**config.mk**
```make
export PLATFORM = sky130hd
export DESIGN_NAME = calc_top
export DESIGN_NICKNAME = d
export VERILOG_FILES = /design/src/hw/calc_pkg.sv /design/src/hw/key_if.sv /design/src/hw/keypad_scanner.sv /design/src/hw/calc_controller.sv /design/src/hw/calc_top.sv
export SDC_FILE = /design/constraint.sdc
export NUM_CORES = 1
export LEC_CHECK = 0
export BUFFER_PORTS_ARGS = -buffer_cell sky130_fd_sc_hd__buf_4
export CORE_AREA = 2 2 125 218
export DETAILED_ROUTE_END_ITERATION = 7
export DIE_AREA = 0 0 127 220
export HOLD_SLACK_MARGIN = 0.06
export PLACE_DENSITY = 0.64
export SYNTH_ARGS = -nofsm -noshare
export SYNTH_HDL_FRONTEND = slang
export SYNTH_HIERARCHICAL = 1
export SYNTH_SLANG_ARGS = --single-unit
```
**constraint.sdc**
```tcl
create_clock -name clk -period 5.7 [get_ports clk]
set_input_delay 0.285 -clock clk [delete_from_list [all_inputs] [get_ports clk]]
set_output_delay 0.285 -clock clk [all_outputs]
set_load 0.05 [all_outputs]
```
**src/hw/calc_pkg.sv**
```systemverilog
`default_nettype none

package calc_pkg;

    // default build values, the top level can override them
    localparam int DEFAULT_DEBOUNCE = 10;   // stable synced cycles before a press counts
    localparam int DEFAULT_VALUE_W  = 16;   // arithmetic width, wraps modulo 2**w

    // operator codes
    // negate and clear act right away, the rest wait as the pending op
    typedef enum logic [2:0] {
        op_none   = 3'd0,   // nothing pending
        op_negate = 3'd1,   // sign change on the entry
        op_add    = 3'd2,
        op_sub    = 3'd3,
        op_mul    = 3'd4,
        op_clear  = 3'd5    // wipe everything
    } op_t;

    // what kind of key was pressed
    typedef enum logic [1:0] {
        kind_digit = 2'd0,  // 0..9, value in digit field
        kind_op    = 2'd1,  // operator, code in op field
        kind_equal = 2'd2   // equal sign
    } key_kind_t;

    // one key event, scanner to controller (9 bits)
    typedef struct packed {
        key_kind_t  kind;   // selects which field below is meaningful
        logic [3:0] digit;  // decimal digit for kind_digit
        op_t        op;     // operator for kind_op
    } key_event_t;

endpackage

`default_nettype wire

```
**src/hw/key_if.sv**
```systemverilog
`default_nettype none

// key event handshake
// valid stays up with a stable evt until ack has been seen high
interface key_if import calc_pkg::*; ();

    logic       valid;  // event waiting, from scanner
    logic       ack;    // one-cycle accept pulse, from controller
    key_event_t evt;    // decoded key, held while valid

    modport scanner (
        output valid,
        output evt,
        input  ack
    );

    modport controller (
        input  valid,
        input  evt,
        output ack
    );

endinterface

`default_nettype wire

```
**src/hw/keypad_scanner.sv**
```systemverilog
`default_nettype none

module keypad_scanner import calc_pkg::*; #(
    parameter int DEBOUNCE_CYCLES = DEFAULT_DEBOUNCE
) (
    input  logic       clk,
    input  logic       nRST,
    input  logic [3:0] row_in,   // rows, pulled up, low = pressed
    output logic [3:0] col_out,  // one column driven low at a time
    key_if.scanner     key
);

    localparam int CNT_W = $clog2(DEBOUNCE_CYCLES + 1);

    typedef enum logic [1:0] {
        st_scan,        // rotate columns, look for a low row
        st_debounce,    // column frozen, count stable low samples
        st_request,     // valid up, waiting for ack
        st_release      // wait for all rows high again
    } state_t;

    state_t     state;
    logic [1:0] col_idx;        // column currently driven
    logic [1:0] col_d1;         // column that row_s1 was sampled under
    logic [1:0] col_d2;         // column that row_s2 was sampled under
    logic [3:0] row_s1;         // first sync flop
    logic [3:0] row_s2;         // second sync flop, the only row value used
    logic [CNT_W-1:0] cnt;      // stable low samples so far

    logic       row_low;        // some synced row is low
    logic       sample_ok;      // synced rows belong to the driven column
    logic       stable_done;    // this sample completes the debounce
    logic [3:0] key_idx;        // row * 4 + column

    // lowest pressed row wins, others are ignored
    function automatic logic [1:0] low_row(input logic [3:0] rows);
        logic [1:0] r;
        r = 2'd0;
        for (int i = 3; i >= 0; i--) begin
            if (!rows[i]) begin
                r = 2'(i);
            end
        end
        return r;
    endfunction

    // key index to event, same layout as the keypad face
    function automatic key_event_t key_map(input logic [3:0] idx);
        key_event_t e;
        e.kind  = kind_digit;
        e.digit = 4'd0;
        e.op    = op_none;
        case (idx)
            4'd0:  e.digit = 4'd1;
            4'd1:  e.digit = 4'd2;
            4'd2:  e.digit = 4'd3;
            4'd3:  begin e.kind = kind_op; e.op = op_add; end
            4'd4:  e.digit = 4'd4;
            4'd5:  e.digit = 4'd5;
            4'd6:  e.digit = 4'd6;
            4'd7:  begin e.kind = kind_op; e.op = op_sub; end
            4'd8:  e.digit = 4'd7;
            4'd9:  e.digit = 4'd8;
            4'd10: e.digit = 4'd9;
            4'd11: begin e.kind = kind_op; e.op = op_mul; end
            4'd12: e.kind = kind_equal;
            4'd13: e.digit = 4'd0;
            4'd14: begin e.kind = kind_op; e.op = op_clear; end
            default: begin e.kind = kind_op; e.op = op_negate; end  // 15
        endcase
        return e;
    endfunction

    // two-flop synchronizer on the rows, column index follows along
    always_ff @(posedge clk or negedge nRST) begin
        if (!nRST) begin
            row_s1 <= 4'hf;
            row_s2 <= 4'hf;
            col_d1 <= 2'd0;
            col_d2 <= 2'd0;
        end else begin
            row_s1 <= row_in;
            row_s2 <= row_s1;
            col_d1 <= col_idx;   // tag each sample with its column
            col_d2 <= col_d1;
        end
    end

    assign row_low     = ~&row_s2;
    assign sample_ok   = (col_d2 == col_idx);
    assign stable_done = sample_ok && row_low && (int'(cnt) + 1 >= DEBOUNCE_CYCLES);
    assign key_idx     = {low_row(row_s2), col_idx};

    always_comb begin
        col_out          = 4'b1111;
        col_out[col_idx] = 1'b0;   // active low column drive
    end

    always_ff @(posedge clk or negedge nRST) begin
        if (!nRST) begin
            state     <= st_scan;
            col_idx   <= 2'd0;
            cnt       <= '0;
            key.valid <= 1'b0;
        end else begin
            case (state)
                st_scan: begin
                    if (row_low) begin
                        col_idx <= col_d2;        // back to the column that saw it
                        cnt     <= CNT_W'(1);     // detecting sample counts
                        state   <= st_debounce;
                    end else begin
                        col_idx <= col_idx + 2'd1;
                    end
                end
                st_debounce: begin
                    if (stable_done) begin
                        key.valid <= 1'b1;
                        state     <= st_request;
                    end else if (sample_ok && !row_low) begin
                        cnt   <= '0;              // bounce, start over
                        state <= st_scan;
                    end else if (sample_ok) begin
                        cnt <= cnt + 1'b1;
                    end
                end
                st_request: begin
                    if (key.ack) begin            // hold everything until accepted
                        key.valid <= 1'b0;
                        state     <= st_release;
                    end
                end
                default: begin                    // st_release
                    if (sample_ok && !row_low) begin
                        cnt     <= '0;
                        col_idx <= col_idx + 2'd1;
                        state   <= st_scan;
                    end
                end
            endcase
        end
    end

    // event payload, loaded once as valid rises
    always_ff @(posedge clk) begin
        if (state == st_debounce && stable_done) begin
            key.evt <= key_map(key_idx);
        end
    end

endmodule

`default_nettype wire

```
**src/hw/calc_controller.sv**
```systemverilog
`default_nettype none

module calc_controller import calc_pkg::*; #(
    parameter int VALUE_W = DEFAULT_VALUE_W
) (
    input  logic                      clk,
    input  logic                      nRST,
    key_if.controller                 key,
    output logic signed [VALUE_W-1:0] display   // running value shown
);

    localparam logic signed [VALUE_W-1:0] TEN = VALUE_W'(10);

    logic signed [VALUE_W-1:0] entry;        // operand being typed
    logic signed [VALUE_W-1:0] acc;          // left-hand side so far
    op_t                       pending;      // op waiting for its right operand

    logic                      take;         // event accepted this cycle
    logic signed [VALUE_W-1:0] digit_ext;    // digit widened to VALUE_W
    logic signed [VALUE_W-1:0] entry_shift;  // entry * 10 + digit
    logic signed [VALUE_W-1:0] entry_neg;    // -entry
    logic signed [VALUE_W-1:0] applied;      // pending op on acc and entry

    // all results wrap at VALUE_W bits
    function automatic logic signed [VALUE_W-1:0] apply_op(
        input op_t                       op,
        input logic signed [VALUE_W-1:0] a,
        input logic signed [VALUE_W-1:0] b
    );
        logic signed [VALUE_W-1:0] r;
        case (op)
            op_add:  r = a + b;
            op_sub:  r = a - b;
            op_mul:  r = a * b;    // low half of the product only
            default: r = b;        // nothing pending, operand passes through
        endcase
        return r;
    endfunction

    // one ack pulse per event, the cycle after valid is seen
    always_ff @(posedge clk or negedge nRST) begin
        if (!nRST) begin
            key.ack <= 1'b0;
        end else begin
            key.ack <= key.valid && !key.ack;
        end
    end

    assign take        = key.valid && key.ack;   // evt still held here
    assign digit_ext   = $signed({{(VALUE_W-4){1'b0}}, key.evt.digit});
    assign entry_shift = entry * TEN + digit_ext;
    assign entry_neg   = -entry;
    assign applied     = apply_op(pending, acc, entry);

    always_ff @(posedge clk or negedge nRST) begin
        if (!nRST) begin
            entry   <= '0;
            acc     <= '0;
            pending <= op_none;
            display <= '0;
        end else if (take) begin
            case (key.evt.kind)
                kind_digit: begin
                    entry   <= entry_shift;  // append decimal digit
                    display <= entry_shift;
                end
                kind_op: begin
                    case (key.evt.op)
                        op_clear: begin
                            entry   <= '0;
                            acc     <= '0;
                            pending <= op_none;
                            display <= '0;
                        end
                        op_negate: begin
                            entry   <= entry_neg;   // acts on entry only
                            display <= entry_neg;
                        end
                        op_add, op_sub, op_mul: begin
                            acc     <= applied;     // chain left to right
                            pending <= key.evt.op;
                            entry   <= '0;
                            display <= applied;
                        end
                        default: ;
                    endcase
                end
                kind_equal: begin
                    // result also becomes the entry so a following op
                    // continues from it
                    acc     <= applied;
                    entry   <= applied;
                    pending <= op_none;
                    display <= applied;
                end
                default: ;
            endcase
        end
    end

endmodule

`default_nettype wire

```
**src/hw/calc_top.sv**
```systemverilog
`default_nettype none

module calc_top import calc_pkg::*; #(
    parameter int DEBOUNCE_CYCLES = DEFAULT_DEBOUNCE,  // press must be stable this long
    parameter int VALUE_W         = DEFAULT_VALUE_W    // display and arithmetic width
) (
    input  logic                      clk,
    input  logic                      nRST,
    input  logic [3:0]                row_in,    // keypad rows, active low
    output logic [3:0]                col_out,   // keypad columns, active low
    output logic signed [VALUE_W-1:0] display
);

    // event handshake between scanner and controller
    key_if key_bus ();

    // keypad side, rows in and columns out
    keypad_scanner #(
        .DEBOUNCE_CYCLES (DEBOUNCE_CYCLES)
    ) u_scan (
        .clk     (clk),
        .nRST    (nRST),
        .row_in  (row_in),
        .col_out (col_out),
        .key     (key_bus.scanner)
    );

    // arithmetic side, drives the display
    calc_controller #(
        .VALUE_W (VALUE_W)
    ) u_ctrl (
        .clk     (clk),
        .nRST    (nRST),
        .key     (key_bus.controller),
        .display (display)
    );

endmodule

`default_nettype wire

```
After elaboration in Yosys (flattened, before gate mapping)
Index checks and enable logic that the tools add are counted.
- register bits: 82
- input bits: 6
- output and inout port bits: 20
- logic and storage cells: 131
- add/subtract/negate cells: 7
- multipliers: 2
- $lt $le $gt $ge: 3
- equal/unequal tests: 35
- muxes and demuxes: 35
- bitwise logic cells: 3
- reduce and logical (&&, ||, !) cells: 30
- operator list (kind ; count):
    $pmux 16 s3 ; 4
    $pmux 16 s2 ; 3
    $pmux 4 s9 ; 1
    $ge 32x5->1 const B ; 1
    $eq 4x4->1 const B ; 7
    $mux 2 ; 10
    $mux 4 ; 5
    $add 16x16->16 ; 1
    $add 16x5->16 ; 1
    $eq 4x3->1 const B ; 4
    $mul 16x16->16 ; 1
    $mul 16x4->15 const B ; 1
    $neg 16->16 ; 1
    $sub 16x16->16 ; 1
    $pmux 3 s5 ; 1
    $eq 3x2->1 const B ; 4
    $pmux 3 s2 ; 2
    $pmux 4 s3 ; 1
    $reduce_and 3->1 ; 4
    $reduce_or 11->1 ; 1
    $reduce_or 10->1 ; 1
    $eq 3x3->1 const B ; 3
    $eq 4x2->1 const B ; 2
    $pmux 2 s2 ; 2
    33 further kinds ; 53

Depth between registers and ports, before layout
- word-level depth: 7
- gate-level depth with buffers: 25
- mapped depth without buffers: 24

Hierarchy
The synthesis kept the hierarchy.
- modules (own cells, without submodules) (module ; times used ; cells each ; area each (um2) ; sequential area each (um2)):
    calc_controller ; 1 ; 1136 ; 9286.4 ; 1301.2
    keypad_scanner ; 1 ; 130 ; 1530.2 ; 805.8

Worst setup path after synthesis
Ideal clock, no wire load.
- path type: reg2reg
- from: register u_ctrl.entry[3]
- to: register u_ctrl.entry[15]
- setup time: 0.121 ns
- data arrival time: 5.931 ns
- required time: 5.579 ns
- slack: -0.352 ns
- cell stages (with the launch flop): 22
- path buffers: 2
- clock period less this slack: 6.052 ns
- cell sequence: dfrtp_1 > clkbuf_1 > clkbuf_1 > nand2_1 > fa_1 > fa_1 > inv_1 > fa_1 > fa_1 > fa_1 > inv_1 > fa_1 > inv_1 > ha_1 > or3_1 > o21ai_0 > a31oi_1 > xnor2_1 > a221oi_2 > nand2b_1 > a31oi_1 > o22a_1
- longest elaborated chain between the ends: 3
- elaborated cells on any way between the ends: 9
- classes of those cells: add/sub (4); mul (2); mux (3)
- ends and longest elaborated chain (what ; RTL line ; source):
    from (decl) ; calc_controller.sv:14 ; logic signed [VALUE_W-1:0] entry;
    from (signal assigned) ; calc_controller.sv:64 ; entry <= entry_shift;
    from (signal assigned) ; calc_controller.sv:76 ; entry <= entry_neg;
    from (signal assigned) ; calc_controller.sv:92 ; entry <= applied;
    $mul 16x4->15, or another cell as far along ; calc_controller.sv:51 ; assign entry_shift = entry * TEN + digit_ext;
    $add 16x5->16, or another cell as far along ; calc_controller.sv:51 ;
    $pmux 16 s3 (*) ; calc_controller.sv:62 ; case (key.evt.kind)
Mark *: on every way between the ends. The rest lies on a longest branch, timed or not.
A chain may end at the register's enable or synchronous reset.

Final worst setup path
- from: register u_ctrl.entry[4]
- to: register u_ctrl.display[15]
- longest elaborated chain between the ends: 4
- elaborated cells on any way between the ends: 9
- classes of those cells: add/sub (4); mul (2); mux (3)
- ends and longest elaborated chain (what ; RTL line ; source):
    parallel branches: the longest is 3 deep, another holds $mul 16x4->15 ; -- ;
    $pmux 16 s3 (*) ; calc_controller.sv:62 ;
    to (signal assigned) ; calc_controller.sv:65 ; display <= entry_shift;
    to (signal assigned) ; calc_controller.sv:77 ; display <= entry_neg;
    to (signal assigned) ; calc_controller.sv:83 ; display <= applied;
    to (decl) ; calc_controller.sv:9 ; output logic signed [VALUE_W-1:0] display
Every way passes the cells marked *.

==> metrics.yaml <==
yosys:
  synth_enable_flop_cells: 9
  netlist_area_um2: 10820
  synth_top_area_share_pct: 15.18
  cell_variety_after_synth: 88
  yosys-top-cells-area: "fa_1 (15%), dfrtp_1 (15%), ha_1 (14%)"
  synth_ff_type: "dfrtp_1"
  synthCells: 1266
  synthDominantAreaCellType: "fa_1"
  yosys_register_bits: 82
  yosysWarnings: 6
  synth.most_common_cell: "nand2_1"
  synth_top_cells_by_count: "nand2_1 (168), inv_1 (166), ha_1 (117), fa_1 (82)"
  ys_seq_area_share_pct: 19.48
  share_of_synthesized_registers_carrying_an_async_set_or_reset_pct: 89.02
  avgSynthCellArea_um2: 8.544
  syn_nets: 1471
critical_path:
  cp-start-kind: "flip-flop"
  r2r_start: "u_ctrl/entry[4]"
  critical_path_rt_ps: 5910
  cp_cell_sequence: "buf_6, and2_4, fa_1, inv_1, fa_1, fa_2, fa_1, inv_2, fa_1, inv_1, fa_1, inv_2, ha_4, a21o_1, a21oi_2, a31oi_4, xnor2_2, a221oi_2, nand2b_4, a21boi_2, o221ai_1"
  worstPathArrival_ps: 6040
  endpoint_kind: "flip-flop"
  most_used_cell_cp: "fa_1"
  crit_type: "flip-flop to flip-flop"
  cp_slowest_stage_delay_ps: 530
  critical_path.max_fanout: 8
  critPathSlowestCell: "fa_1"
  cp_num_buf_inv: 5
  critPathTopFamily: "adder cells"
  worst_setup_path_startpoint: "u_ctrl/entry[4]"
routing:
  antenna_left: 0
  dr_iter_0_viols: 442
  detailroute.via_count: 9514
  vias_per_cell: 5.646
  postRouteWirelength_um: 33690
  drc: 0
  routed_length_per_instance_um: 19.99
  drt_pre_antenna_iters: 5
placement:
  gpl.final_weighted_congestion: 0.9278
  dpl.hpwl_um: 26680
  placement.io_buffers: 25
sta:
  setup_viol_count_final: 6
  fin_skew_ps: 10.80
  grt_setup_unrepaired: "yes"
  min_period_ps: 5825
  final_max_slew_viol_count: 0
  max_clock_freq_ghz: 0.1717
  final.period_utilization_pct: 102.2
  worst-slew-pin-transition_ps: 1368
  timing_hold_violations_final: 0
  layout_setup_ws_ps: -125.5
  timing.max_slew.rel_slack_pct: 8.482
layout:
  area_growth_syn_to_layout_pct: 18.65
  fin_nets: 1561
  antenna-diode-count: 0
  post_route_cells_drive_above_1_share_pct: 19.84
  nFillCells: 2485
  final_util_pct: 48.81
floorplan:
  core_area_um2: 26290
  die_footprint_um2: 27940
  row_count: 79
  pin_count: 26
  die-width_um: 127
  effective_utilization_at_floorplan_pct: 41.14
  fp.dieH_um: 220
cts:
  clock_insertion_delay_worst_skew_ps: 370
  root_buffer: "clkbuf_16"
  tritoncts: "done"
  cts.sink_count: 82
  clk_pin_slew_ps: 70
  cts_max_path_buffers: 2
  cts_inserted_buffers: 9
  cts_max_level: 3
outcome:
  outcome: "finished, violations left"
  violations: "setup timing"
run:
  drv_cap: 0
hold_path:
  worstHoldPathType: "primary input to asynchronous set/reset pin"
global_routing:
  grt_max_degree: 74
  grt_first_pass_wirelength_um: 52070
  antenna_found_initial: 0
  global_route.overflow_total: 0
  grtUsageTotal_pct: 24.38
  first_global_vias: 10020
## layer usage
| metal | part of all wire, % | track usage, % | up-vias | wire length, µm |
|---|---|---|---|---|
| met3 | 3.1 | 2.938 | 132 | 1040 |
| met1 | 34 | 22.28 | 4694 | 11330 |
| li1 | - | - | 4420 | - |
| met5 | 0 | 0 | - | 0 |
| met4 | 8.7 | 19.78 | 0 | 2933 |
| met2 | 55 | 47.29 | 268 | 18390 |
## cells by family (layout without fill, tap and decap cells)
kind of cell	Yosys count	after routing	synth area share, %
AO/OA/AOI/OAI	241	241	15.89
XOR/XNOR	97	97	8.178
adder cells (fa/ha/maj)	199	199	28.71
buffers and inverters	223	318	7.877
flip-flops	82	82	19.48
multiplexers	8	8	0.7981
AND/OR/NAND/NOR	416	416	19.06
## cell usage in the layout (no fill, tap or decap), drive strengths merged, types with 17 or more instances in the layout
cell    Yosys  final
nand2     168    168
inv       166    167
buf        10    132
ha        117    117
fa         82     82
and2       67     67
dfrtp      65     65
nor2       63     63
xnor2      60     60
o21ai      55     55
a21oi      38     38
xor2       35     35
nor3       22     22
nand2b     18     18
nor2b      17     17
## path summary, 6_finish.rpt
kind | to | slack, ps | cells after the start
hold / removal | u_ctrl/display[14] | 80 | 1
max in group asynchronous | u_ctrl/entry[1] | 4930 | 1
setup reg to reg | u_ctrl/display[15] | -130 | 21
setup / recovery | u_ctrl/display[15] | -130 | 21
hold reg to reg | u_scan/row_s2[1] | 350 | 0
min in group clk | u_scan/row_s2[1] | 350 | 0
## state kept, by name, summed over array words and instances (netlist names), 3 cells and up
| register | flops |
|---|---|
| u_scan/row_s1 | 4 |
| u_ctrl/display | 16 |
| u_ctrl/acc | 16 |
| u_ctrl/entry | 16 |
| u_ctrl/pending | 3 |
| u_scan/cnt | 4 |
| u_scan/key.evt | 9 |
| u_scan/row_s2 | 4 |
## through the flow
stage / instances / setup WS [ps] / area, µm² / setup TNS, ps / hold WS (ps)
6_report: 1685 / -125.5 / 12830 / -347.4 / 78.71
5_1_grt: 1685 / -331.9 / 12830 / -2897 / 163.3
3_5_place_dp: 1636 / -292.1 / 11870 / -1874 / 337.2
2_1_floorplan: 1266 / 2.326 / 10930 / 0 / -10.59
3_3_place_gp: 1636 / -188.7 / 11870 / -995.1 / 338.8
4_1_cts: 1673 / -79.87 / 12450 / -208.1 / 110.9
## layout make-up
class	instances	area (µm²)	share of cell area (%)
inverters	166	623.1	4.855
flip-flops and latches	82	2123	16.54
multi-input cells	961	8287	64.57
clock inverters	5	40.04	0.3120
well taps	324	405.4	3.159
clock buffers	11	232.7	1.813
repair buffers	136	1122	8.745
## timing repair
| item | 4_1_cts | 5_1_grt |
|---|---|---|
| gates resized for setup | 44 | 62 |
| gates cloned | 0 | 0 |
| setup endpoints to repair | 17 | 20 |
| endpoints found under the hold margin | 4 | 0 |
| hold buffers | 4 | 0 |
| setup buffers | 17 | 12 |
| pin swaps | 26 | 21 |
Power is not shown: default switching activity piles up to over one toggle a cycle in this logic, so the estimate is an artifact.
